==> src/rtl/cache_pkg.sv <==
package cache_pkg;

	// address and word widths
	localparam int ADDR_LEN = 32;
	localparam int DATA_LEN = 64;
	localparam int STRB_LEN = 8;

	// 16 sets of two ways, 32-byte blocks
	localparam int OFFSET_LEN = 5;
	localparam int INDEX_LEN = 4;
	localparam int SET_NUM = 16;
	localparam int TAG_LEN = 23;
	localparam int WAY_NUM = 2;
	localparam int BANK_PER_WAY = 4;
	localparam int BANK_SEL_LEN = 2;
	localparam int BLOCK_LEN = 256;

	localparam logic [7:0] LFSR_SEED = 8'hb5;

	typedef logic [ADDR_LEN-1:0] addr_t;
	typedef logic [DATA_LEN-1:0] data_t;
	typedef logic [STRB_LEN-1:0] strb_t;
	typedef logic [TAG_LEN-1:0] tag_t;
	typedef logic [INDEX_LEN-1:0] index_t;
	typedef logic [BANK_SEL_LEN-1:0] bank_sel_t;
	typedef logic [WAY_NUM-1:0] way_mask_t;
	// word 0 in the low bits
	typedef logic [BLOCK_LEN-1:0] block_t;

	typedef enum logic {
		op_load,
		op_store
	} req_op_e;

	typedef enum logic [2:0] {
		st_idle,
		st_lookup,
		st_miss,
		st_replace,
		st_refill
	} main_state_e;

	typedef enum logic {
		wr_idle,
		wr_write
	} write_state_e;

endpackage

==> src/rtl/write_buffer.sv <==
`timescale 1ns/10ps

module write_buffer (
	input  logic clk,
	input  logic rst,
	input  logic store_hit,
	input  cache_pkg::way_mask_t hit_way,
	input  cache_pkg::index_t hit_index,
	input  cache_pkg::bank_sel_t hit_bank,
	input  cache_pkg::strb_t hit_strb,
	input  cache_pkg::data_t hit_data,
	output logic busy,
	output cache_pkg::way_mask_t wb_way,
	output cache_pkg::index_t wb_index,
	output cache_pkg::bank_sel_t wb_bank,
	output cache_pkg::strb_t wb_strb,
	output cache_pkg::data_t wb_data
);
	import cache_pkg::*;

	write_state_e state;

	always_ff @(posedge clk) begin
		if (rst) begin
			state <= wr_idle;
		end else begin
			case (state)
				wr_idle: begin
					if (store_hit) begin
						state <= wr_write;
					end
				end
				wr_write: begin
					if (!store_hit) begin
						state <= wr_idle;
					end
				end
				default: state <= wr_idle;
			endcase
		end
	end

	// one store hit, written to its bank next cycle
	always_ff @(posedge clk) begin
		if (store_hit) begin
			wb_way <= hit_way;
			wb_index <= hit_index;
			wb_bank <= hit_bank;
			wb_strb <= hit_strb;
			wb_data <= hit_data;
		end
	end

	assign busy = (state == wr_write);

	a_hit_onehot: assert property (@(posedge clk) disable iff (rst)
		store_hit |-> $onehot(hit_way));

endmodule

==> config.mk <==
export PLATFORM = sky130hd
export DESIGN_NAME = write_buffer
export DESIGN_NICKNAME = d
export VERILOG_FILES = /design/src/rtl/cache_pkg.sv /design/src/rtl/write_buffer.sv
export SDC_FILE = /design/constraint.sdc
export NUM_CORES = 1
export LEC_CHECK = 0
export BUFFER_PORTS_ARGS = -buffer_cell sky130_fd_sc_hd__buf_2
export CORE_MARGIN = 8
export CORE_UTILIZATION = 38
export CTS_BUF_LIST = sky130_fd_sc_hd__clkbuf_4 sky130_fd_sc_hd__clkbuf_8
export DETAILED_ROUTE_END_ITERATION = 12
export PLACE_DENSITY = 0.88
export SLEW_MARGIN = 40
export SYNTH_ARGS = -nofsm -noshare
export SYNTH_HDL_FRONTEND = slang
export SYNTH_SLANG_ARGS = --single-unit
==> constraint.sdc <==
create_clock -name clk -period 0.8 [get_ports clk]
set_input_delay 0.2 -clock clk [delete_from_list [all_inputs] [get_ports clk]]
set_output_delay 0.2 -clock clk [all_outputs]
set_load 0.01 [all_outputs]
## Word level (Yosys, flattened, before mapping)

Cells that the tools add are included.

| storage, ports and cells | value |
|---|---|
| memories kept | 0 |
| RAM bits | 0 |
| bits in latches | 0 |
| memory bits (read-only) | 0 |
| bits in registers | 81 |

| operators by class | value |
|---|---|
| reductions and logical operators | 0 |
| $add $sub $neg | 0 |
| order comparisons | 0 |
| shift operators | 0 |
| multiplexer cells | 1 |
| div/mod/pow operators | 0 |
| bitwise gates (word level) | 0 |
| multiply operators | 0 |
| equal/unequal tests | 0 |

Operator list:

| operator | number |
|---|---|
| $mux W1 | 1 |

## Depth between registers and ports, before layout

| depth | value |
|---|---|
| depth in word-level cells | 1 |
| depth in mapped cells | 1 |
| gate-level depth less buffers | 1 |

## Least setup slack after synthesis

Ideal clock, no wire load.

| timing path | value |
|---|---|
| path kind | reg-to-output |
| from | register wb_bank[0] |
| to | output wb_bank[0] |
| arrival | 0.394 ns |
| setup slack | 0.206 ns |
| path buffers | 0 |
| cell stages (with the launch flop) | 1 |
| cells stage by stage | edfxtp_1 |

RTL lines:

| what | line | source |
|---|---|---|
| start: declaration | write_buffer.sv:15 | `output cache_pkg::bank_sel_t wb_bank,` |
| start signal: assignment | write_buffer.sv:48 | `wb_bank <= hit_bank;` |

No word-level cell between the ends.

## Worst setup path in the final report

| timing path | value |
|---|---|
| from | register wb_data[12] |
| to | output wb_data[12] |

RTL lines:

| what | line | source |
|---|---|---|
| start: declaration | write_buffer.sv:17 | `output cache_pkg::data_t wb_data` |
| start signal: assignment | write_buffer.sv:50 | `wb_data <= hit_data;` |

No word-level cell between the ends.

==> impl_metrics.tcl <==
set metrics [dict create \
    outcome "complete, but fails checks" \
    violations "setup timing" \
    yosys_warnings 0 \
    place_congestion 0.691 \
    drt-initial-drc-count 44 \
    fin_setup_tns_ns -21.06 \
    ant_nets 0 \
    hold_path.class "in -> reg" \
    worstSetupEndpoint "wb_data[12]" \
    die_width_um 96.1 \
    end_kind "primary output" \
    cp.arrival_ns 0.89 \
    fmax_mhz 917 \
    ios 164 \
    ys_ff_latch 81 \
    dr.max_layer_used "met5" \
    viasPerCell 4.37 \
    grt_pass1_vias 1676 \
    antenna_found_initial 3 \
    grt_overflow 0 \
    layout-drive-gt1-share_pct 65.1 \
    clkSlewWorstSetupHoldPaths_ns 0.09 \
    drv_cap 0 \
    postPlaceCellArea_sq_um 3400 \
    synth_nets 165 \
    critPathMaxFanout 1 \
    cts.sinks 81 \
    path_class "reg -> out" \
    std_cell_rows 29 \
    critical_path.startpoint "wb_data[12]$_DFFE_PP_" \
    avgSynthCellArea_sq_um 29.7 \
    yosysTopAreaCell "edfxtp_1" \
    relSlewSlack_pct 86.5 \
    cts_made_buffers 9 \
    dr.pass1.iters 4 \
    start_util_pct 38.8 \
    path_buf_inv 1 \
    routed-via-count 1563 \
    layout.nets 359 \
    drc 0 \
    wl_um 6410 \
    yosys-top-cells-count "edfxtp_1 (80), dfxtp_1 (1), nor2b_4 (1)" \
    critical_path_required_ns 0.60 \
    post_cts_buffers 0 \
    grt_use_total_pct 13.5 \
    syn_inst 82 \
    area_growth_pct 55.1 \
    hold_viol 0 \
    p_leak_uw 0.00163 \
    synthFlopType "edfxtp_1" \
    drv_slew 0 \
    synth-edff-count 80 \
    grt_max_degree 39 \
    final.setup.worst_slack_ns -0.290 \
    path_cells "buf_2" \
    fp.coreArea_sq_um 6280 \
    cts_tree "yes" \
    clockBufferDepth 2 \
    path_delay_family "flip-flops" \
    grt_first_pass_wirelength_um 8840 \
    min_period_ns 1.09 \
    utilization_pct 60.2 \
    antenna_cells 0 \
    cellPowerDensity_nw_per_um2 2350 \
    synth_top_area_share_pct 98.6 \
    async_flop_share_pct 0 \
    synth_area_sq_um 2440 \
    finalCritPeriodShare_pct 136 \
    clock-root-buffer "clkbuf_8" \
    grt_setup_unrepaired "true" \
    met1_length_um 2050 \
    n_fill_cell 479 \
    die_area_sq_um 9230 \
    die_h_um 96.1 \
    ys_types 3 \
    wl_per_cell_um 17.9 \
    tightest_slew_ns 0.203 \
    met2_length_um 3160 \
    yosysMostFrequentCell "edfxtp_1" \
    cp.depth 1 \
    cts_htree_levels 3 \
    critPathMaxStageDelay_ns 0.38 \
    vdd_drop_max_mv 1.64 \
    ys_seq_area_share_pct 99.4 \
    crit_slowest_cell "edfxtp_1" \
    setup_viol 81 \
    port_buffers 163 \
    synth_area_leaders "edfxtp_1 (99%), dfxtp_1 (0.82%), nor2b_4 (0.56%)" \
    critPathLaunchType "flop" \
    design_area_sq_um 3780 \
    wl_met3_um 1040 \
]
[final cells by class]
class / count / area, sq um / area share [%]
tap: 77 / 96.3 / 2.55
multi-input combinational: 1 / 13.8 / 0.364
timing repair buffer: 183 / 1050 / 27.8
clock inverter: 7 / 71.3 / 1.89
clock buffer: 9 / 124 / 3.28
sequential: 81 / 2420 / 64.2
[repair_timing]
action                                  in CTS  in global routing
endpoints found under the setup margin      81                 81
resized for setup                            0                  3
endpoints found under the hold margin       10                  7
hold buffers                                10                  7
[report_power, final]
part           leakage (uW)  switching (uW)  total, uW  internal, uW
logic              0.000748             457        894           437
clock network     0.0000929            1440       2870          1430
registers          0.000792            80.6       5110          5030
[registers in the layout (all words and copies together) (netlist names)]
register and flops:
wb_bank 2, busy 1, wb_index 4, wb_strb 8, wb_way 2, wb_data 64
[per-layer routing]
metal  track usage (%)  vias up
li1                  -      719
met1              12.1      716
met2              21.9      101
met3              9.28       21
met4              7.81        6
met5                 0        -
[through the flow]
step	setup WS [ns]	hold WS, ns	std cells	total power (uW)
2_1_floorplan	0.206	0.264	82	5400
3_3_place_gp	-0.0779	0.377	325	6010
3_5_place_dp	-0.0961	0.378	325	6050
4_1_cts	-0.324	0.000909	351	8960
5_1_grt	-0.350	-0.000936	358	9220
6_report	-0.290	0.0188	358	8870
[placed cells by master (no fill, tap or decap)]
cell type and n:
buf_2 160, edfxtp_1 80, dlygate4sd3_1 17, clkbuf_8 9, clkinv_4 2, clkinvlp_4 2, buf_4 2, buf_6 2
buf_12 2, nor2b_4 1, dfxtp_2 1, bufinv_16 1, clkinv_2 1, clkinv_1 1
[logic make-up (layout without fill, tap and decap cells)]
| group | Yosys count | in the layout | synth area share [%] |
|---|---|---|---|
| flops | 81 | 81 | 99.4 |
| buf+inv | 0 | 199 | 0 |
| simple gates | 1 | 1 | 0.565 |
[worst min path at each step]
stage | start | to | slack, ns | cells past startpoint
3_5_place_dp | hit_data[20] | wb_data[20]$_DFFE_PP_ | 0.38 | 1
5_1_grt | hit_strb[3] | wb_strb[3]$_DFFE_PP_ | -0.0009 | 1
2_1_floorplan | rst | busy$_SDFF_PP0_ | 0.26 | 1
6_report | hit_data[36] | wb_data[36]$_DFFE_PP_ | 0.02 | 1
3_3_place_gp | hit_data[51] | wb_data[51]$_DFFE_PP_ | 0.38 | 1
4_1_cts | hit_data[20] | wb_data[20]$_DFFE_PP_ | 0.0009 | 1
(Power assumes the default switching activity.)
