File: src/rtl/cache_pkg.sv
package cache_pkg;

	// address and word widths
	localparam int ADDR_LEN = 32;
	localparam int DATA_LEN = 64;
	localparam int STRB_LEN = 8;

	// 16 sets of two ways, 32-byte blocks
	localparam int OFFSET_LEN = 5;
	localparam int INDEX_LEN = 4;
	localparam int SET_NUM = 16;
	localparam int TAG_LEN = 23;
	localparam int WAY_NUM = 2;
	localparam int BANK_PER_WAY = 4;
	localparam int BANK_SEL_LEN = 2;
	localparam int BLOCK_LEN = 256;

	localparam logic [7:0] LFSR_SEED = 8'hb5;

	typedef logic [ADDR_LEN-1:0] addr_t;
	typedef logic [DATA_LEN-1:0] data_t;
	typedef logic [STRB_LEN-1:0] strb_t;
	typedef logic [TAG_LEN-1:0] tag_t;
	typedef logic [INDEX_LEN-1:0] index_t;
	typedef logic [BANK_SEL_LEN-1:0] bank_sel_t;
	typedef logic [WAY_NUM-1:0] way_mask_t;
	// word 0 in the low bits
	typedef logic [BLOCK_LEN-1:0] block_t;

	typedef enum logic {
		op_load,
		op_store
	} req_op_e;

	typedef enum logic [2:0] {
		st_idle,
		st_lookup,
		st_miss,
		st_replace,
		st_refill
	} main_state_e;

	typedef enum logic {
		wr_idle,
		wr_write
	} write_state_e;

endpackage

File: src/rtl/victim_select.sv
`timescale 1ns/10ps

module victim_select (
	input  logic clk,
	input  logic rst,
	input  cache_pkg::way_mask_t way_dirty,
	output cache_pkg::way_mask_t victim_way
);
	import cache_pkg::*;

	logic [7:0] lfsr;

	// x^8 + x^6 + x^5 + x^4 + 1, steps every cycle
	always_ff @(posedge clk) begin
		if (rst) begin
			lfsr <= LFSR_SEED;
		end else begin
			lfsr <= {lfsr[6:0], lfsr[7] ^ lfsr[5] ^ lfsr[4] ^ lfsr[3]};
		end
	end

	// prefer the clean way, random when both match
	always_comb begin
		case (way_dirty)
			2'b01: victim_way = 2'b10;
			2'b10: victim_way = 2'b01;
			default: victim_way = lfsr[0] ? 2'b10 : 2'b01;
		endcase
	end

endmodule

File: config.mk
export PLATFORM = sky130hd
export DESIGN_NAME = victim_select
export DESIGN_NICKNAME = d
export VERILOG_FILES = /design/src/rtl/cache_pkg.sv /design/src/rtl/victim_select.sv
export SDC_FILE = /design/constraint.sdc
export NUM_CORES = 1
export LEC_CHECK = 0
export ABC_AREA = 1
export BUFFER_PORTS_ARGS = -buffer_cell sky130_fd_sc_hd__buf_2
export CORE_AREA = 4 4 41 43
export DETAILED_ROUTE_END_ITERATION = 8
export DIE_AREA = 0 0 45 47
export GPL_ROUTABILITY_DRIVEN = 0
export PLACE_DENSITY = 0.43
export SLEW_MARGIN = 10
export SYNTH_ARGS = -nofsm -noshare
export SYNTH_HDL_FRONTEND = slang
export SYNTH_SLANG_ARGS = --single-unit
File: constraint.sdc
create_clock -name clk -period 1.15 [get_ports clk]
set_input_delay 0.23 -clock clk [delete_from_list [all_inputs] [get_ports clk]]
set_output_delay 0.23 -clock clk [all_outputs]
set_load 0.02 [all_outputs]
; ---- Word level (Yosys, flattened, before mapping)
; Index checks and enable logic that the tools add are counted.
[totals]
reg_bits = 8
inputBits = 4
out_inout_bits = 2
word_cells = 8
[op_classes]
eq_ne = 2
mux = 2
n_bitwise = 3
[op_table]
columns = operator, count
row1 = case mux 2 bit (2 select lines), 1
row2 = bitwise XOR 1 bit, 3
row3 = "== test 2 x 1 -> 1 bit, second input constant", 1
row4 = "== test 2 bit, second input constant", 1
row5 = 2-to-1 mux 2 bit, 1

; ---- Depth between registers and ports, before layout
; Gate-level depths: netlist of run 1.
[logic_depth]
ltp_word = 3
ltp_mapped = 5
ltp_nobuf = 5

; ---- Least setup slack after synthesis of run 1
; OpenSTA, ideal clock, no wires.
[synth_path]
path_kind = input to output
start = in way_dirty[0]
end = out victim_way[0]
arrival_ps = 1060
required_time_ps = 920
setup_slack_ps = -140
stages = 3
n_path_buf = 0
cell_sequence = inv_1 > ha_1 > o21ai_0
[synth_via]
elab_chain_cells = 2
word_cells_on_any_way = 3
classes_between = eq/ne (2) / mux (1)
[synth_rtl]
columns = element, line_no
row1 = start: declaration, victim_select.sv:6  ; input cache_pkg::way_mask_t way_dirty,
row2 = == test 2 bit / == test 2 x 1 -> 1 bit (equally long branches), victim_select.sv:24  ; case (way_dirty)
row3 = case mux 2 bit (2 select lines) *, victim_select.sv:24
row4 = end: declaration, victim_select.sv:7  ; output cache_pkg::way_mask_t victim_way
; Every way passes the cells marked *; elsewhere a longest branch is shown, timed or not.

; ---- Worst setup path after layout of run 1
[layout_path]
start = in way_dirty[0]
end = out victim_way[1]
; Same word-level chain as after synthesis.

==> out/results.tsv, run 1 <==
metric	value	unit
status	finished, final reports clean	
Max FO, Critical Path	2	
area of the multi-input gates	166	µm²
flip-flop count of the largest register after layout	8	
via count	271	
total of warnings raised by yosys	0	
synthesized area	328	µm²
Largest regs	lfsr: 8 flops	
reg2reg start	lfsr[5]	
area leader, netlist	dfxtp_1	
DRC viols	0	
Leak	0.254	nW
Power Dens Cells	1390	mW/mm²
I/O pin total	6	
layout cells sized above 1	33.3	%
worst-margin pin slew	114	ps
most used cell, CP	buf_6	
Tcrit/Tclk final	98.9	%
top cells by area, synth	dfxtp_1, nand2_1, inv_1, ha_1, nor2_1	
leading cell types by count after synthesis	nand2_1, inv_1, dfxtp_1, nor2_1, ha_1	
Initial Util	25.2	%
Hold-fix buffers, CTS	0	
largest net degree at the start of global routing	7	
Clock Skew	7.80	ps
hold_sp	rst	
postcts setup bufs	0	
global router's overall resource usage	7.44	%
clock transition at the registers of the reported paths	60	ps
vias in the first global route	281	
first-pass GRT wire length	1020	µm
CP max-delay cell	o21a_1	
post-DP HPWL	414	µm
Tmin final	1140	ps
Critical Setup Path Class	in -> out	
r2r worst-path depth	5	
routed vias/inst	3.93	
worst r2r dst	lfsr[0]	
Hold Crit Endpoint	lfsr[3]	
worst hold path type	in -> reg	
PortBufs	5	
crit-path max cell delay	180	ps
Detailed Routing Iterations Pass 1	2	
worst path cell trace	buf_6, buf_4, ha_4, o21a_1, buf_6	
initial antenna violation count	0	
Die ar.	0.00212	mm²
most frequent cell after synthesis	nand2_1	
relative slew slack	92.4	%
DR WL/cell	7.94	µm
register area	161	µm²
Post-Layout Cell Count	69	
total CTS buffers	3	
deepest clock path buffer count	2	
Synth async-reset ratio	0	%
Cell Rows	13	
setup violators final	0	
routed wire length	548	µm
post-synthesis sequential area ratio	48.9	%
Nets	62	
clk_lat worst skew	250	ps
worst hold slack	193	ps
CTS H-tree depth	1	
CP Capture Type	output pin	
Final Max Tran Viols	0	
Unique masters post-synth	11	
Crit path arrival time	910	ps
die height	47	µm
first-iteration detailed-routing DRC count	1	
Final Hold Fails	0	
Reg with most FFs	lfsr	
Core Area	0.00130	mm²
FF+latch count, synth	8	
Design Power	0.000640	W
dpl cells	66	
Root Buffer	clkbuf_4	
Diodes inserted	0	
share of the synthesized area in the top cell type	48.9	%
EDFF count, synth	0	
fillers	156	
Post-Syn Nets	51	
reg2reg setup slack	350	ps
max_cap viols	0	
Startpoint Class	input pin	
P&R area growth vs syn	40.5	%
post-route ant nets	0	
Worst Path Required	920	ps
Min-Delay Path Depth	2	
CTS tree	done	
Mapped Cells	45	
grt ovf	0	
mean post-synth cell area	7.28	µm²
ys flop type	dfxtp_1	
chip width	45	µm
Max Fclk	0.879	GHz
CTS sink cnt	8	
RSZ-0062 raised after global routing	true	
maximum vdd drop	0.661	mV
## area by class of cell
class | count | area share, %
Timing Repair Buffer | 6 | 11.7
Clock buffer | 3 | 4.89
Inverter | 10 | 8.15
Sequential cell | 8 | 35.1
Tap cell | 15 | 4.08
Multi-Input combinational cell | 27 | 36.1
## cell families after synthesis
logic type,Yosys count,share of synthesized area (%)
simple gates,23,28.2
buf+inv,10,11.4
flops,8,48.9
compound gates,2,3.82
fa+ha+maj,2,7.63
## metal layers
layer	up-vias	part of all wire [%]	track usage, %
met3	2	2.9	3.45
met5	-	0	0
met4	0	3.8	8.77
li1	148	-	-
met1	115	48	7.76
met2	6	45	10.2
## report_power, final
part,internal (W),switching (W),total (W)
clock,0.000119,0.0000905,0.000210
sequential,0.000300,0.00000954,0.000310
combinational,0.0000580,0.0000620,0.000120
## worst max-delay path by stage
stage,from,end,cells after the start
floorplan,way_dirty[0],victim_way[0],3
global placement,way_dirty[0],victim_way[1],6
detailed placement,way_dirty[0],victim_way[1],6
CTS,way_dirty[0],victim_way[1],6
global route,lfsr[0],victim_way[1],4
finish,way_dirty[0],victim_way[1],5
## per-stage QoR
step	instance area (µm²)	utilization, %	TNS (ps)	setup slack, ps
after floorplan	328	-	0	14.6
after global placement	379	29.1	-140	-92.8
after CTS	438	33.7	0	0.685
final	460	35.4	0	12.5
after detailed placement	379	29.1	-175	-112
after global routing	460	35.4	-29.5	-29.5
## cells in the final DEF (no fill, tap or decap), drive strengths merged
| master | n |
|---|---|
| clkbuf | 3 |
| buf | 6 |
| ha | 2 |
| dfxtp | 8 |
| inv | 10 |
| nor2 | 3 |
| o21ai | 1 |
| o21a | 1 |
| nand2 | 17 |
| or2 | 2 |
| nand3 | 1 |
## worst max-delay path, delay by kind of cell
kind / cells / cell delay (ps)
AOI/OAI and AO/OA: 1 / 180
adders and majority gates: 1 / 140
buffers and inverters: 3 / 350
## timing repair
action                     CTS  global route
pin swaps                    2             3
setup endpoints to repair    2             2
resized for setup            8             7
No activity file was read; power rests on OpenSTA's default activity.
==> run 2, diff against run 1 <==
==> constraint.sdc (replaced) <==
create_clock -name clk -period 1.15 [get_ports clk]
set_input_delay 0.1725 -clock clk [delete_from_list [all_inputs] [get_ports clk]]
set_output_delay 0.1725 -clock clk [all_outputs]
set_load 0.02 [all_outputs]
==> run 2 against run 1 <==
Against the previous run: critical path depth fell by 1; via count is 2.2% higher; routed wire length up 3.3%; register-to-register slack better by 20 ps; highest routed layer unchanged; count of clock-buffer cells in the layout did not move; power shrank 2.5%; global-route usage increased by 0.073 points.
==> out/results.tsv, run 2 (synthesized netlist as in run 1, its figures left out) <==
metric	value	unit	change
CTS sink cnt	8		unchanged
post-route ant nets	0		unchanged
area of the multi-input gates	143	µm²	-14%
worst hold slack	129	ps	-63.9 ps
max_cap viols	0		unchanged
Max Fclk	0.908	GHz	+3.3%
M2 GR Usage	8.19	%	-2.0 points
maximum vdd drop	0.552	mV	-16%
Max FO, Critical Path	2		unchanged
Min-Delay Path Depth	2		unchanged
routed wire length	566	µm	+3.3%
DR WL/cell	8.32	µm	+4.8%
status	finished, final reports clean		
total CTS buffers	3		unchanged
commonest non-fill, non-tap cell in the layout	nand2_1		
via count	277		+2.2%
Hold Crit Endpoint	lfsr[1]		
postcts setup bufs	0		unchanged
P_int	0.000465	W	-2.5%
post-DP HPWL	397	µm	-4.0%
fin util	32.0	%	-3.4 points
Nets	61		-1.6%
reg2reg start	lfsr[5]		
GRT met1 Usage	7.52	%	-0.25 points
Final Max Tran Viols	0		unchanged
crit-path max cell delay	320	ps	+140 ps
part of the power in registers	49.7	%	+1.2 points
CP Capture Type	output pin		
largest net degree at the start of global routing	7		unchanged
DRC viols	0		unchanged
Largest regs	lfsr: 8 flops		
Sw Share	25.3	%	about the same
worst-margin pin slew	128	ps	+14.0 ps
most frequent cells in the layout	nand2_1, inv_1, dfxtp_1		
global router's overall resource usage	7.51	%	+0.073 points
Clock Skew	3.41	ps	-4.39 ps
Core Area	0.00130	mm²	unchanged
CP max-delay cell	dfxtp_2		
worst path cell trace	inv_2, nand2_1, o21a_1, buf_6		
clock transition at the registers of the reported paths	50	ps	about the same
fillers	154		-1.3%
deepest clock path buffer count	2		unchanged
hold_sp	rst		
met3 Use GR	4.60	%	+1.1 points
Switch Pwr	0.000158	W	-2.6%
chip width	45	µm	unchanged
Design Power	0.000623	W	-2.5%
Initial Util	25.2	%	unchanged
Leak	0.237	nW	-6.4%
Detailed Routing Iterations Pass 1	2		unchanged
routed vias/inst	4.07		+3.7%
GRT busiest layer	met4		
die height	47	µm	unchanged
grt ovf	0		unchanged
dpl cells	65		-1.5%
first-iteration detailed-routing DRC count	3		+2
Crit path arrival time	930	ps	+20 ps
r2r worst-path depth	5		unchanged
Root Buffer	clkbuf_4		
setup violators final	0		unchanged
relative slew slack	91.4	%	-0.98 points
I/O pin total	6		unchanged
power share of the clock group	34.1	%	+1.3 points
initial antenna violation count	0		unchanged
Combinational Power Share	16.2	%	-2.6 points
CTS tree	done		
Reg with most FFs	lfsr		
Setup TNS	0	ps	unchanged
flip-flop count of the largest register after layout	8		unchanged
CTS H-tree depth	1		unchanged
Power Dens Cells	1500	mW/mm²	+7.7%
PortBufs	5		unchanged
Cell Rows	13		unchanged
clk_lat worst skew	250	ps	about the same
reg2reg setup slack	370	ps	+20 ps
first-pass GRT wire length	945	µm	-7.4%
P&R area growth vs syn	27.1	%	
register area	161	µm²	unchanged
worst r2r dst	lfsr[0]		
Critical Setup Path Class	reg -> out		
Tcrit/Tclk final	95.7	%	-3.2 points
Final Hold Fails	0		unchanged
Worst Path Required	980	ps	+60 ps
Startpoint Class	register		
vias in the first global route	248		-12%
worst hold path type	in -> reg		
Tmin final	1100	ps	-36.7 ps
layout cells sized above 1	24.5	%	-8.8 points
Post-Layout Cell Count	68		-1.4%
Die ar.	0.00212	mm²	unchanged
Diodes inserted	0		unchanged
-- run 2: what timing repair did --
item | CTS | global route
endpoints found under the setup margin | 0 | 2
hold buffers | 0 | 0
gates resized for setup | 0 | 6
-- run 2: per-stage QoR --
| stage | setup slack (ps) | area (µm²) |
|---|---|---|
| global route | -30.0 | 417 |
| global placement | 19.1 | 372 |
| floorplan | 130 | 328 |
| finish | 49.2 | 417 |
| CTS | 14.5 | 394 |
| detailed placement | 15.6 | 372 |
-- run 2: power by group through the flow --
stage | clock network (W) | registers [W] | logic, W
2_1_floorplan | 0 | 0.000313 | 0.0000618
3_3_place_gp | 0 | 0.000314 | 0.0000859
3_5_place_dp | 0 | 0.000315 | 0.0000859
4_1_cts | 0.000229 | 0.000309 | 0.0000866
5_1_grt | 0.000258 | 0.000312 | 0.000116
6_report | 0.000212 | 0.000310 | 0.000101
-- run 2: cell type report --
type	instances	area share, %
Timing Repair Buffer	5	8.11
Clock buffer	3	5.41
Inverter	10	9.01
Sequential cell	8	38.7
Multi-Input combinational cell	27	34.2
Tap cell	15	4.50
-- run 2: worst max path at each step --
stage / from / end / slack [ps]
2_1_floorplan: way_dirty[0] / victim_way[0] / 130
3_3_place_gp: way_dirty[0] / victim_way[1] / 20
3_5_place_dp: way_dirty[0] / victim_way[1] / 20
4_1_cts: way_dirty[0] / victim_way[1] / 10
5_1_grt: lfsr[0] / victim_way[0] / -30
6_report: lfsr[0] / victim_way[1] / 50
-- run 2: per-layer routing --
layer / share of wire [%] / wire, µm / vias up
li1: - / - / 146
met2: 48 / 271 / 9
met1: 41 / 232 / 118
met4: 7.2 / 41 / 0
met5: 0 / 0 / -
met3: 3.7 / 21 / 4
-- run 2: worst max-delay path: cells and delay by family (launching register included) --
kind / cells / cell delay [ps]
buffers and inverters: 2 / 140
DFF: 1 / 320
AOI/OAI and AO/OA: 1 / 140
and+or+nand+nor: 1 / 70
==> run 3, diff against run 2 <==
--- a/config.mk
+++ b/config.mk
@@ -12,6 +12,7 @@
 export DIE_AREA = 0 0 45 47
 export GPL_ROUTABILITY_DRIVEN = 0
 export PLACE_DENSITY = 0.43
+export SETUP_SLACK_MARGIN = 0.05
 export SLEW_MARGIN = 10
 export SYNTH_ARGS = -nofsm -noshare
 export SYNTH_HDL_FRONTEND = slang
==> run 3 against run 2 <==
Against the previous run: sequential power hardly changed; first-iteration DRC count unchanged; non-clock buffer count did not move; cell area grew 0.60%; largest cell class unchanged.
==> out/results.tsv, run 3 (synthesized netlist as in run 1, its figures left out) <==
metric	value	unit	change
Worst Path Required	980	ps	about the same
Initial Util	25.2	%	unchanged
Max Fclk	0.918	GHz	+1.1%
CP max-delay cell	dfxtp_2		
vias in the first global route	261		+5.2%
CTS tree	done		
relative slew slack	91.4	%	about the same
design area	419	µm²	+0.60%
origin of the worst setup path	lfsr[0]		
PortBufs	5		unchanged
deepest clock path buffer count	2		unchanged
Final Max Tran Viols	0		unchanged
fin util	32.2	%	+0.19 points
reg2reg start	lfsr[5]		
maximum vdd drop	0.553	mV	about the same
die height	47	µm	unchanged
initial antenna violation count	0		unchanged
largest net degree at the start of global routing	7		unchanged
Cell Rows	13		unchanged
max_cap viols	0		unchanged
Nets	61		unchanged
grt ovf	0		unchanged
CTS sink cnt	8		unchanged
Leak	0.238	nW	+0.20%
DR WL/cell	8.35	µm	+0.35%
Final Hold Fails	0		unchanged
DRC viols	0		unchanged
Power Dens Cells	1500	mW/mm²	about the same
post-DP HPWL	397	µm	unchanged
CTS H-tree depth	1		unchanged
RSZ-0062 raised after global routing	true		
final setup margin	61.1	ps	+12.0 ps
most frequent cells in the layout	nand2_1, inv_1, dfxtp_1		
Place WS	15.6	ps	unchanged
r2r worst-path depth	5		unchanged
Largest regs	lfsr: 8 flops		
Clock Skew	3.89	ps	+0.483 ps
routed vias/inst	4.07		unchanged
Diodes inserted	0		unchanged
Post-DP Area	372	µm²	unchanged
clock transition at the registers of the reported paths	50	ps	about the same
reg2reg setup slack	380	ps	about the same
Crit path arrival time	920	ps	about the same
flip-flop count of the largest register after layout	8		unchanged
Die ar.	0.00212	mm²	unchanged
worst path cell trace	inv_2, nand2_2, o21ai_1, buf_4		
worst setup path endpoint	victim_way[0]		
commonest non-fill, non-tap cell in the layout	nand2_1		
layout cells sized above 1	26.4	%	+1.9 points
Tmin final	1090	ps	-12.0 ps
Critical Setup Path Class	reg -> out		
postcts setup bufs	0		unchanged
I/O pin total	6		unchanged
total CTS buffers	3		unchanged
Detailed Routing Iterations Pass 1	2		unchanged
Tcrit/Tclk final	94.7	%	-1.0 points
Max FO, Critical Path	2		unchanged
hold_sp	rst		
global router's overall resource usage	7.83	%	+0.32 points
Reg with most FFs	lfsr		
worst r2r dst	lfsr[0]		
status	finished, final reports clean		
first-pass GRT wire length	993	µm	+5.1%
clk_lat worst skew	250	ps	about the same
via count	277		unchanged
post-route ant nets	0		unchanged
crit-path max cell delay	310	ps	about the same
worst hold path type	in -> reg		
Startpoint Class	register		
setup violators final	0		unchanged
first-iteration detailed-routing DRC count	3		unchanged
P&R area growth vs syn	27.9	%	
chip width	45	µm	unchanged
Core Area	0.00130	mm²	unchanged
routed wire length	568	µm	+0.35%
worst-margin pin slew	128	ps	-0.0209 ps
CP Capture Type	output pin		
Root Buffer	clkbuf_4		
Hold-fix buffers, CTS	0		unchanged
[run 3: changes by cell type in the layout (fill, tap and decap cells not counted)]
cell     previous run  this run
nand2_2             0         1
nand2_1            17        16
[run 3: final cells by class]
cell class              count  area, µm²
clock buffers               3       22.5
fillers                   154        882
inverters                  10       37.5
multi-input cells          27        145
flip-flops and latches      8        161
well taps                  15       18.8
repair buffers              5       33.8
[run 3: report_power, final]
| part | leakage, nW | total (W) | switching (W) | internal, W |
|---|---|---|---|---|
| Clock | 0.0138 | 0.000213 | 0.0000937 | 0.000119 |
| Sequential | 0.0669 | 0.000310 | 0.00000972 | 0.000300 |
| Combinational | 0.157 | 0.000104 | 0.0000564 | 0.0000472 |
[run 3: metal layers]
layer | up-vias | GRT usage, % | wire (µm)
li1 | 146 | - | -
met1 | 118 | 7.52 | 233
met2 | 9 | 9.32 | 272
met3 | 4 | 4.60 | 21
met4 | 0 | 12.3 | 41
met5 | - | 0 | 0
[run 3: per-stage QoR]
step | TNS [ps] | instances | power (W) | hold WS, ps
after floorplan | 0 | 45 | 0.000375 | 244
after global placement | 0 | 65 | 0.000400 | 387
after detailed placement | 0 | 65 | 0.000401 | 391
after CTS | 0 | 68 | 0.000636 | 128
after global routing | -17.7 | 68 | 0.000689 | 127
final | 0 | 68 | 0.000627 | 129
[run 3: repair_timing]
item | CTS | global route
hold endpoints to repair | 0 | 0
pin swaps | 0 | 1
resized for setup | 3 | 4
setup endpoints to repair | 1 | 2
[run 3: critical path, delay by kind of cell (launching register included)]
kind            cells  cell delay, ps
simple gates        1              60
buf+inv             2             210
flops               1             310
compound gates      1              80
[run 3: how the worst min path moves through the flow]
stage	end	slack, ps	cells after the start
2_1_floorplan	lfsr[3]	240	1
3_3_place_gp	lfsr[7]	390	1
3_5_place_dp	lfsr[7]	390	1
4_1_cts	lfsr[1]	130	2
5_1_grt	lfsr[3]	130	2
6_report	lfsr[1]	130	2
