--- src/rtl/cache_pkg.sv ---
package cache_pkg;

	// address and word widths
	localparam int ADDR_LEN = 32;
	localparam int DATA_LEN = 64;
	localparam int STRB_LEN = 8;

	// 16 sets of two ways, 32-byte blocks
	localparam int OFFSET_LEN = 5;
	localparam int INDEX_LEN = 4;
	localparam int SET_NUM = 16;
	localparam int TAG_LEN = 23;
	localparam int WAY_NUM = 2;
	localparam int BANK_PER_WAY = 4;
	localparam int BANK_SEL_LEN = 2;
	localparam int BLOCK_LEN = 256;

	localparam logic [7:0] LFSR_SEED = 8'hb5;

	typedef logic [ADDR_LEN-1:0] addr_t;
	typedef logic [DATA_LEN-1:0] data_t;
	typedef logic [STRB_LEN-1:0] strb_t;
	typedef logic [TAG_LEN-1:0] tag_t;
	typedef logic [INDEX_LEN-1:0] index_t;
	typedef logic [BANK_SEL_LEN-1:0] bank_sel_t;
	typedef logic [WAY_NUM-1:0] way_mask_t;
	// word 0 in the low bits
	typedef logic [BLOCK_LEN-1:0] block_t;

	typedef enum logic {
		op_load,
		op_store
	} req_op_e;

	typedef enum logic [2:0] {
		st_idle,
		st_lookup,
		st_miss,
		st_replace,
		st_refill
	} main_state_e;

	typedef enum logic {
		wr_idle,
		wr_write
	} write_state_e;

endpackage

--- src/rtl/tag_store.sv ---
`timescale 1ns/10ps

module tag_store (
	input  logic clk,
	input  logic rst,
	input  logic rd_en,
	input  cache_pkg::index_t rd_index,
	input  logic fill_en,
	input  cache_pkg::way_mask_t fill_way,
	input  cache_pkg::index_t fill_index,
	input  cache_pkg::tag_t fill_tag,
	input  logic fill_dirty,
	input  logic dirty_set_en,
	input  cache_pkg::way_mask_t dirty_set_way,
	input  cache_pkg::index_t dirty_set_index,
	output cache_pkg::tag_t way_tag [cache_pkg::WAY_NUM],
	output cache_pkg::way_mask_t way_valid,
	output cache_pkg::way_mask_t way_dirty
);
	import cache_pkg::*;

	tag_t tags [WAY_NUM][SET_NUM];
	logic [SET_NUM-1:0] valid [WAY_NUM];
	logic [SET_NUM-1:0] dirty [WAY_NUM];
	index_t rd_index_q;
	way_mask_t dirty_q;

	always_ff @(posedge clk) begin
		for (int w = 0; w < WAY_NUM; w++) begin
			if (fill_en && fill_way[w]) begin
				tags[w][fill_index] <= fill_tag;
			end
		end
	end

	always_ff @(posedge clk) begin
		if (rst) begin
			for (int w = 0; w < WAY_NUM; w++) begin
				valid[w] <= '0;
				dirty[w] <= '0;
			end
		end else begin
			for (int w = 0; w < WAY_NUM; w++) begin
				if (fill_en && fill_way[w]) begin
					valid[w][fill_index] <= 1'b1;
					dirty[w][fill_index] <= fill_dirty;
				end else if (dirty_set_en && dirty_set_way[w]) begin
					dirty[w][dirty_set_index] <= 1'b1;
				end
			end
		end
	end

	// lookup read
	always_ff @(posedge clk) begin
		if (rd_en) begin
			rd_index_q <= rd_index;
			for (int w = 0; w < WAY_NUM; w++) begin
				way_tag[w] <= tags[w][rd_index];
			end
		end
	end

	always_ff @(posedge clk) begin
		if (rst) begin
			way_valid <= '0;
			dirty_q <= '0;
		end else if (rd_en) begin
			for (int w = 0; w < WAY_NUM; w++) begin
				way_valid[w] <= valid[w][rd_index];
				dirty_q[w] <= dirty[w][rd_index];
			end
		end
	end

	// a store committed during this lookup already counts as dirty
	assign way_dirty = dirty_q |
		((dirty_set_en && dirty_set_index == rd_index_q) ? dirty_set_way : '0);

	a_fill_onehot: assert property (@(posedge clk) disable iff (rst)
		fill_en |-> $onehot(fill_way));

endmodule

--- config.mk ---
export PLATFORM = sky130hd
export DESIGN_NAME = tag_store
export DESIGN_NICKNAME = d
export VERILOG_FILES = /design/src/rtl/cache_pkg.sv /design/src/rtl/tag_store.sv
export SDC_FILE = /design/constraint.sdc
export NUM_CORES = 1
export LEC_CHECK = 0
export ABC_CLOCK_PERIOD_IN_PS = 3300
export BUFFER_PORTS_ARGS = -buffer_cell sky130_fd_sc_hd__buf_2
export CAP_MARGIN = 40
export CORE_MARGIN = 2
export CORE_UTILIZATION = 35
export CTS_BUF_LIST = sky130_fd_sc_hd__clkbuf_8
export DETAILED_ROUTE_END_ITERATION = 10
export GPL_TIMING_DRIVEN = 1
export PLACE_DENSITY = 0.56
export SETUP_SLACK_MARGIN = 0.3
export SLEW_MARGIN = 10
export SYNTH_ARGS = -nofsm -noshare
export SYNTH_HDL_FRONTEND = slang
export SYNTH_SLANG_ARGS = --single-unit
--- constraint.sdc ---
create_clock -name clk -period 3.3 [get_ports clk]
set_input_delay 0.165 -clock clk [delete_from_list [all_inputs] [get_ports clk]]
set_output_delay 0.165 -clock clk [all_outputs]
set_load 0.005 [all_outputs]
## Yosys cells after proc, flatten, opt, wreduce, memory -nomap -nowiden

Memory sizes are Yosys's and may differ from the RTL's.
Index checks and enable logic that the tools add are counted.

| word-level totals | value |
|---|---|
| register bits after elaboration | 54 |
| memory bits (writable) | 800 |
| input port bits | 45 |
| output and inout port bits | 50 |
| memories kept | 3 |

| cells by class | value |
|---|---|
| magnitude comparators | 8 |
| equal/unequal tests | 1 |
| muxes and demuxes | 135 |
| bitwise operators | 99 |
| reductions and logical operators | 8 |

Memory list:

| memory | words | bits a word | read ports | clocked after memory_dff | write ports | line | source |
|---|---|---|---|---|---|---|---|
| tags | 2 | 368 | 2 | 0 | 2 | tag_store.sv:22 | `tag_t tags [WAY_NUM][SET_NUM];` |
| dirty | 2 | 16 | 2 | 0 | 2 | tag_store.sv:24 | `logic [SET_NUM-1:0] dirty [WAY_NUM];` |
| valid | 2 | 16 | 2 | 0 | 2 | tag_store.sv:23 | `logic [SET_NUM-1:0] valid [WAY_NUM];` |

Operators with widths:

| cell | count |
|---|---|
| 368-bit 2-to-1 mux | 2 |
| 23-bit binary-select mux with 4-bit select | 2 |
| 23-bit 2-to-1 mux | 5 |
| 1-bit 2-to-1 mux | 114 |
| 1-bit bitwise OR | 96 |
| 23-bit demux with 4-bit select | 1 |
| 16-bit 2-to-1 mux | 4 |
| 1-bit binary-select mux with 4-bit select | 4 |
| 4-bit by 5-bit < comparator with 1-bit output (second input constant) | 3 |
| 5-bit greater-or-equal comparator (second input constant) | 2 |
| 4-bit NOT with 5-bit output | 2 |
| 1-bit demux with 4-bit select | 2 |
| 4-bit by 1-bit greater-or-equal comparator with 1-bit output (second input constant) | 2 |
| 1-bit logical AND | 8 |
| 5-bit by 1-bit < comparator with 1-bit output (second input constant) | 1 |
| 4-bit == test | 1 |
| 2-bit 2-to-1 mux | 1 |
| 2-bit bitwise OR | 1 |

## Depth between registers and ports, before layout

Gate-level depths: netlist of run 1.

| logic depth | value |
|---|---|
| word-level depth | 7 |
| gate-level depth with buffers | 8 |
| depth with buffers taken out | 4 |

## Worst setup path before layout of run 1

OpenSTA, ideal clock, no wires.

| path | value |
|---|---|
| path type | in2reg |
| from | in fill_en |
| to | mem dirty[0][5] (data pin) |
| arrival time | 2.512 ns |
| data required time | 3.145 ns |
| path slack | 0.633 ns |
| cell stages on the path | 5 |
| cells stage by stage | clkbuf_1 -> nor3b_1 -> o21ai_1 -> clkbuf_1 -> o21ai_0 |

RTL lines:

| what | line | source |
|---|---|---|
| start, declared | tag_store.sv:8 | `input logic fill_en,` |
| end, declared | tag_store.sv:24 |  |

## Worst setup path after layout of run 1

| path | value |
|---|---|
| from | reg rd_index_q[1] |
| to | out way_dirty[1] |

| on the way | value |
|---|---|
| longest elaborated chain between the ends | 4 |

RTL lines:

| what | line | source |
|---|---|---|
| start, declared | tag_store.sv:25 | `index_t rd_index_q;` |
| start signal, assigned | tag_store.sv:57 | `rd_index_q <= rd_index;` |
| 4-bit == test | tag_store.sv:78 | `((dirty_set_en && dirty_set_index == rd_index_q) ? dirty_set_way : '0);` |
| 1-bit logical AND | tag_store.sv:78 |  |
| 2-bit 2-to-1 mux | tag_store.sv:78 |  |
| 2-bit bitwise OR | tag_store.sv:77 | `assign way_dirty = dirty_q \|` |
| end, declared | tag_store.sv:18 | `output cache_pkg::way_mask_t way_dirty` |

Every way passes these cells.

==> results of run 1 <==
-- area by class of cell --
cell class	count	area share, %
inverters	4	0.03924
clock inverters	116	1.553
diodes	1	0.006539
flip-flops and latches	854	66.49
multi-input cells	465	18.62
clock buffers	146	5.251
well taps	1254	4.100
repair buffers	196	3.937
-- cells in the mapped netlist, types with 6 or more instances --
cell type / n
sky130_fd_sc_hd__nand2_1: 17
sky130_fd_sc_hd__buf_4: 7
sky130_fd_sc_hd__buf_2: 12
sky130_fd_sc_hd__mux4_2: 209
sky130_fd_sc_hd__dfxtp_1: 20
sky130_fd_sc_hd__buf_1: 9
sky130_fd_sc_hd__a22oi_1: 8
sky130_fd_sc_hd__o21ai_0: 18
sky130_fd_sc_hd__o22ai_1: 17
sky130_fd_sc_hd__o21bai_1: 16
sky130_fd_sc_hd__mux2i_1: 40
sky130_fd_sc_hd__edfxtp_1: 834
sky130_fd_sc_hd__mux4_1: 25
sky130_fd_sc_hd__nand2b_1: 6
sky130_fd_sc_hd__clkbuf_1: 33
sky130_fd_sc_hd__buf_6: 13
sky130_fd_sc_hd__or2_2: 34
sky130_fd_sc_hd__nor2_1: 36
-- repair_timing --
action,in CTS,in global routing
buffers inserted,0,0
hold buffers,42,0
endpoints found under the hold margin,834,0
setup endpoints to repair,0,0
-- registers in the layout (all words and copies together) (netlist names) --
signal,flops
way_valid,2
way_tag,46
rd_index_q,4
dirty_q,2
dirty,32
valid,32
tags,736
-- worst max-delay path by stage --
stage	start	endpoint	slack, ns	cells after the start
2_1_floorplan	fill_en	dirty[0][5]$_SDFFCE_PP0P_	0.63	5
3_3_place_gp	rd_index[0]	way_tag[32]$_DFFE_PP_	1.03	4
3_5_place_dp	rd_index[0]	way_tag[32]$_DFFE_PP_	0.99	4
4_1_cts	rd_index_q[1]$_DFFE_PP_	way_dirty[1]	0.95	4
5_1_grt	rd_index_q[0]$_DFFE_PP_	way_dirty[1]	0.81	5
6_report	rd_index_q[1]$_DFFE_PP_	way_dirty[1]	1.03	4
-- critical path, cell delays in order, from the launching register on --
cell and delay, ns:
sky130_fd_sc_hd__edfxtp_1 0.40, sky130_fd_sc_hd__a222oi_1 0.27, sky130_fd_sc_hd__nor4b_1 0.38, sky130_fd_sc_hd__a21o_1 0.18, sky130_fd_sc_hd__buf_2 0.10
-- through the flow --
step / hold slack (ns) / util [%] / power, mW
after floorplan: 0.2639 / - / 13.08
after global placement: 0.4902 / 37.84 / 13.57
after detailed placement: 0.4875 / 37.87 / 13.60
after CTS: 0.06058 / 41.12 / 22.26
after global routing: 0.08934 / 41.13 / 22.80
final: 0.1026 / 41.13 / 21.93
-- logic make-up (layout without fill, tap and decap cells) --
| family | Yosys count | after routing |
|---|---|---|
| muxes | 274 | 274 |
| and+or+nand+nor | 116 | 116 |
| xor gates and xnor gates | 1 | 1 |
| DFF | 854 | 854 |
| AOI/OAI and AO/OA | 74 | 74 |
| other | 0 | 1 |
| buffers and inverters | 79 | 462 |
-- routing by layer --
metal | GRT usage (%) | part of all wire [%] | up-vias
met5 | 0 | 0.017 | -
met1 | 22.44 | 43 | 8328
met2 | 26.85 | 50 | 490
met4 | 4.629 | 1.7 | 2
li1 | - | - | 6556
met3 | 3.344 | 5.3 | 118
-- cell usage in the layout (no fill, tap or decap), types with 5 or more instances in the layout --
cell / synthesis / final
sky130_fd_sc_hd__edfxtp_1: 834 / 834
sky130_fd_sc_hd__mux4_2: 209 / 209
sky130_fd_sc_hd__clkbuf_8: 0 / 146
sky130_fd_sc_hd__buf_2: 12 / 89
sky130_fd_sc_hd__inv_1: 4 / 55
sky130_fd_sc_hd__buf_4: 7 / 52
sky130_fd_sc_hd__dlygate4sd3_1: 0 / 42
sky130_fd_sc_hd__mux2i_1: 40 / 40
sky130_fd_sc_hd__clkinv_1: 0 / 36
sky130_fd_sc_hd__or2_2: 34 / 34
sky130_fd_sc_hd__nor2_4: 0 / 32
sky130_fd_sc_hd__mux4_1: 25 / 25
sky130_fd_sc_hd__dfxtp_1: 20 / 20
sky130_fd_sc_hd__o21ai_0: 18 / 18
sky130_fd_sc_hd__nand2_1: 17 / 17
sky130_fd_sc_hd__o22ai_1: 17 / 17
sky130_fd_sc_hd__o21bai_1: 16 / 16
sky130_fd_sc_hd__clkinv_2: 0 / 12
sky130_fd_sc_hd__buf_12: 1 / 11
sky130_fd_sc_hd__a22oi_1: 8 / 8
sky130_fd_sc_hd__nand2b_1: 6 / 6
sky130_fd_sc_hd__inv_6: 0 / 6
sky130_fd_sc_hd__inv_8: 0 / 5
-- power by group through the flow --
| stage | Combinational, mW | Sequential (mW) | Clock (mW) |
|---|---|---|---|
| final | 1.16 | 12.2 | 8.55 |
| after global routing | 1.25 | 12.2 | 9.31 |
| after CTS | 1.18 | 12.2 | 8.84 |
| after detailed placement | 1.15 | 12.5 | 0 |
| after global placement | 1.12 | 12.4 | 0 |
| after floorplan | 0.656 | 12.4 | 0 |
==> metrics.txt, run 1 <==
status=complete, no violations; vias in the first global route=16500; Yosys top cell by area=sky130_fd_sc_hd__edfxtp_1; die outline area=96110 sq um; number of cells traversed by the worst hold path=2; number of enable flip-flop cells after synthesis=834; top-level I/O count=95; worst-case clock skew=0.02709 ns; largest family of logic cells by synthesized area=multiplexers; net count reported at finish=1711; average wire per cell in the routed design=25.40 microns; portion of synthesized cell area occupied by the leading cell type=76.41%; mean area per synthesized cell=23.45 sq um; internal power=16.99 mW; critical setup path kind=reg -> out; max-cap viol count=0; complex-gate fraction of the synthesized area=1.500%; clock power share=39.0%; length in cells of the worst reg-to-reg path=2; Synth Area in Simple Gates=1.878%; hold path startpoint=rd_index[1]; clock net sink count=854; Crit Reg-Reg Endpoint=way_tag[22]$_DFFE_PP_; Inserted Clock Buffers=145; post-route cell area=38270 sq um; worst path setup slack after routing=1.034 ns; Critical R2R Launch=tags[0][436]$_DFFE_PP_; detailed-route via count=15490; antenna violations before repair=2; net switching power of the design=4.939 mW; Worst Path Arrival=2.10 ns; TritonCTS clock tree=built; final instance count without filler cells=3036; total length of routed wires=77130 microns; Port Buffer Count=94; crit path launch type=flop; via-per-instance ratio=5.103; Least-Margin Pin Slew=0.9072 ns; Post-synth ARST share=0%; overflow left after global routing=0; placed cells=2731; final worst path period need=2.266 ns; Gate Count Post-Synth=1398; FP Rows=112; footprint of the multi-input gates=7126 sq um; Fill cells=8234; number of failing hold endpoints at the final stage=0; RSZ-0062 raised after global routing=false; worst-path fanout max=2; number of unique standard cell types used by synthesis=36; Combinational Power Share=5.3%; Ys Warns=0; Die Y-Extent=310.0 microns; number of synthesized register bits=854; power share of the sequential group=55.7%; highest achievable clock rate=0.4412 GHz; hold crit path type=in -> reg; placer congestion estimate=0.7415; Required @ worst endpoint=3.13 ns; placed cell area=35240 sq um; flop2flop setup slack=1.58 ns; post-cts resize count=0; largest net degree at the start of global routing=60; synthesized-area fraction occupied by adder cells=0%; multiplexer fraction of the synthesized cell area=17.59%; post-route clock period utilization=68.68%; Total Routing Usage GR=16.44%; kind of end point of the critical path=primary output; total leakage power=12.35 nW; DR iter-0 viols=1317; Primary FF master, synth=sky130_fd_sc_hd__edfxtp_1; proportion of synthesized chip area in sequential cells=77.63%; number of antenna-violating nets in the routed design=0; Initial Util=35.22%; post-placement setup slack=0.9885 ns; Final Max Slew Viols=0; die span in x=310.0 microns; global-route wire length before repair=112700 microns; maximum vdd drop=385.9 uV; endpoint with the worst hold slack=rd_index_q[1]$_DFFE_PP_; sum of negative setup slack=0 ns; headroom to the max-slew limit=39.40%; Root Buffer=sky130_fd_sc_hd__clkbuf_8; # setup viols final=0; Post-Synth XOR/XNOR Area=0.02672%; cell area power density=573.2 nW/um^2; DRC violations left=0; switching share of power=22.52%; Net Count, Synth=1443; clock slew at the register clock pins of the worst setup and hold paths=0.06 ns; H-tree levels=4; area added between synthesis and finish=16.75%; iteration count of the initial detailed-routing pass=5; clock latency reported for the late side of the worst-skew pair=0.77 ns; ranking of synthesized cells by area=sky130_fd_sc_hd__edfxtp_1 (76%), sky130_fd_sc_hd__mux4_2 (14%), sky130_fd_sc_hd__mux4_1 (2.0%), sky130_fd_sc_hd__dfxtp_1 (1.2%), sky130_fd_sc_hd__mux2i_1 (1.2%); core region area=93050 sq um; share of post-route cells with drive strength above 1=33.97%; Max Buffers Root-to-Sink=3; flip-flop and latch area=25440 sq um; Netlist Area Pre-Place=32780 sq um; HPWL after DPL=42520 microns
Note: power is estimated with default switching activity, not from simulation.
==> run 2, diff against run 1 <==
--- a/config.mk
+++ b/config.mk
@@ -5,7 +5,7 @@
 export SDC_FILE = /design/constraint.sdc
 export NUM_CORES = 1
 export LEC_CHECK = 0
-export ABC_CLOCK_PERIOD_IN_PS = 3300
+export ABC_CLOCK_PERIOD_IN_PS = 2350
 export BUFFER_PORTS_ARGS = -buffer_cell sky130_fd_sc_hd__buf_2
 export CAP_MARGIN = 40
 export CORE_MARGIN = 2
==> constraint.sdc (replaced) <==
create_clock -name clk -period 2.35 [get_ports clk]
set_input_delay 0.1175 -clock clk [delete_from_list [all_inputs] [get_ports clk]]
set_output_delay 0.1175 -clock clk [all_outputs]
set_load 0.005 [all_outputs]
==> run 2 against run 1 <==
First-iteration DRC count is 4.0% higher; via count is 1.1% higher; final area is 1.3% higher; sequential power is 41% higher; critical path type unchanged; critical endpoint unchanged; largest power group unchanged.
==> metrics.txt, run 2 (same netlist as run 1, synthesis figures left out) <==
FP Rows=112 (unchanged); clock net sink count=854 (unchanged); GR peak layer=met2 (unchanged); total leakage power=12.51 nW (was 12.35 nW); total length of routed wires=77230 microns (was 77130 microns); number of failing hold endpoints at the final stage=0 (unchanged); Max Buffers Root-to-Sink=3 (unchanged); largest net degree at the start of global routing=44 (was 60); max-cap viol count=0 (unchanged); maximum vdd drop=497.3 uV (was 385.9 uV); core region area=93050 sq um (unchanged); Critical R2R Launch=tags[0][417]$_DFFE_PP_ (was tags[0][436]$_DFFE_PP_); cell area power density=799.4 nW/um^2 (was 573.2 nW/um^2); placer congestion estimate=0.7655 (was 0.7415); H-tree levels=4 (unchanged); critical setup path kind=reg -> out (unchanged); RSZ-0062 raised after global routing=true (was false); average wire per cell in the routed design=25.37 microns (was 25.40 microns); share of post-route cells with drive strength above 1=35.22% (was 33.97%); antenna violations before repair=4 (was 2); clock latency reported for the late side of the worst-skew pair=0.78 ns (was 0.77 ns); Die Y-Extent=310.0 microns (unchanged); Required @ worst endpoint=2.23 ns (was 3.13 ns); overflow left after global routing=0 (unchanged); die outline area=96110 sq um (unchanged); Setup Fix Bufs, Post-CTS=0 (unchanged); registers with the highest flip-flop counts=tags (736), way_tag (46) (unchanged); Total Routing Usage GR=16.36% (was 16.44%); TritonCTS clock tree=built (unchanged); flop2flop setup slack=0.64 ns (was 1.58 ns); sum of negative setup slack=0 ns (unchanged); length in cells of the worst reg-to-reg path=2 (unchanged); headroom to the max-slew limit=58.01% (was 39.40%); Hold WS=0.1066 ns (was 0.1026 ns); Final Max Slew Viols=0 (unchanged); Port Buffer Count=94 (unchanged); worst-path fanout max=2 (unchanged); DRC violations left=0 (unchanged); via-per-instance ratio=5.148 (was 5.103); met3 capacity usage during global routing=3.072% (was 3.344%); number of cells traversed by the worst hold path=4 (was 2); hold path startpoint=fill_way[0] (was rd_index[1]); Least-Margin Pin Slew=0.6298 ns (was 0.9072 ns); Root Buffer=sky130_fd_sc_hd__clkbuf_8 (unchanged); DR iter-0 viols=1370 (was 1317); highest achievable clock rate=0.4568 GHz; final worst path period need=2.189 ns; Worst Path Arrival=2.07 ns (was 2.10 ns); Initial Util=35.22% (unchanged); kind of end point of the critical path=primary output (unchanged); commonest non-fill, non-tap cells in the layout=sky130_fd_sc_hd__edfxtp_1 (834), sky130_fd_sc_hd__mux4_2 (209), sky130_fd_sc_hd__clkbuf_8 (147) (was sky130_fd_sc_hd__edfxtp_1 (834), sky130_fd_sc_hd__mux4_2 (209), sky130_fd_sc_hd__clkbuf_8 (146)); # setup viols final=0 (unchanged); iteration count of the initial detailed-routing pass=5 (unchanged); detailed-route via count=15670 (was 15490); Inserted Clock Buffers=144 (was 145); met2 usage=26.06% (was 26.85%); area added between synthesis and finish=18.22% (was 16.75%); die span in x=310.0 microns (unchanged); register containing the most flip-flops in the final layout=tags (unchanged); fraction of met1 tracks used by global routing=22.82% (was 22.44%); hold crit path type=in -> reg (unchanged); crit path launch type=flop (unchanged); global-route wire length before repair=112400 microns (was 112700 microns); status=complete, no violations (unchanged); Crit Reg-Reg Endpoint=way_tag[3]$_DFFE_PP_ (was way_tag[22]$_DFFE_PP_); vias in the first global route=16660 (was 16500); HPWL after DPL=42720 microns (was 42520 microns); most common cell after layout, fill and taps aside=sky130_fd_sc_hd__edfxtp_1 (unchanged); number of antenna-violating nets in the routed design=0 (unchanged); endpoint with the worst hold slack=valid[0][3]$_DFFE_PP_ (was rd_index_q[1]$_DFFE_PP_); number of flip-flops under the largest register name=736 (unchanged); clock slew at the register clock pins of the worst setup and hold paths=0.06 ns (about the same); worst-case clock skew=0.02822 ns (was 0.02709 ns); post-route clock period utilization=93.16%; net count reported at finish=1730 (was 1711); top-level I/O count=95 (unchanged)
run 2: worst max path at each step:
| stage | startpoint | end | slack (ns) | depth (start not counted) |
|---|---|---|---|---|
| floorplan | fill_index[0] | dirty[0][4]$_SDFFCE_PP0P_ | 0.06 | 5 |
| global placement | rd_index[0] | way_tag[6]$_DFFE_PP_ | 0.22 | 5 |
| detailed placement | rd_index[0] | way_tag[7]$_DFFE_PP_ | 0.17 | 5 |
| CTS | rd_index_q[0]$_DFFE_PP_ | way_dirty[1] | 0.13 | 5 |
| global route | rd_index_q[1]$_DFFE_PP_ | way_dirty[1] | 0.02 | 4 |
| finish | rd_index_q[0]$_DFFE_PP_ | way_dirty[1] | 0.16 | 5 |
run 2: cell type report:
type,count,area [sq um]
clock inverters,103,565.5
flip-flops and latches,854,25440
well taps,1254,1569
multi-input cells,465,7142
fillers,8091,54300
repair buffers,216,1987
inverters,4,15.01
clock buffers,147,2023
diodes,1,2.502
run 2: worst max-delay path, stage by stage, from the launching register on:
cell,delay [ns]
sky130_fd_sc_hd__edfxtp_1,0.33
sky130_fd_sc_hd__inv_1,0.05
sky130_fd_sc_hd__a222oi_1,0.37
sky130_fd_sc_hd__nor4b_4,0.29
sky130_fd_sc_hd__a21o_1,0.15
sky130_fd_sc_hd__buf_2,0.10
run 2: power by group:
group          switching, mW  internal (mW)  leakage, nW  total [mW]
combinational          0.922          0.762         3.28        1.68
sequential             0.110           17.1         7.74        17.2
clock                   5.85           6.26         1.48        12.1
run 2: metrics by stage:
step	setup WS, ns	total power, mW	area, sq um	instances	util, %
finish	0.1607	30.97	38750	3044	41.64
global route	0.01997	32.12	38750	3044	41.64
CTS	0.1307	31.34	38740	3044	41.64
detailed placement	0.1704	19.16	35710	2750	38.38
global placement	0.2203	19.11	35710	2750	38.38
floorplan	0.06375	18.37	32810	1398	-
run 2: layer usage:
metal | wire [microns] | up-vias
met3 | 3851 | 130
met4 | 1575 | 4
met2 | 37420 | 494
met5 | 27 | -
met1 | 34360 | 8455
li1 | - | 6586
run 2: what timing repair did:
item	4_1_cts	5_1_grt
gates resized for setup	1	3
hold buffers	44	0
setup endpoints to repair	2	3
endpoints found under the hold margin	844	0
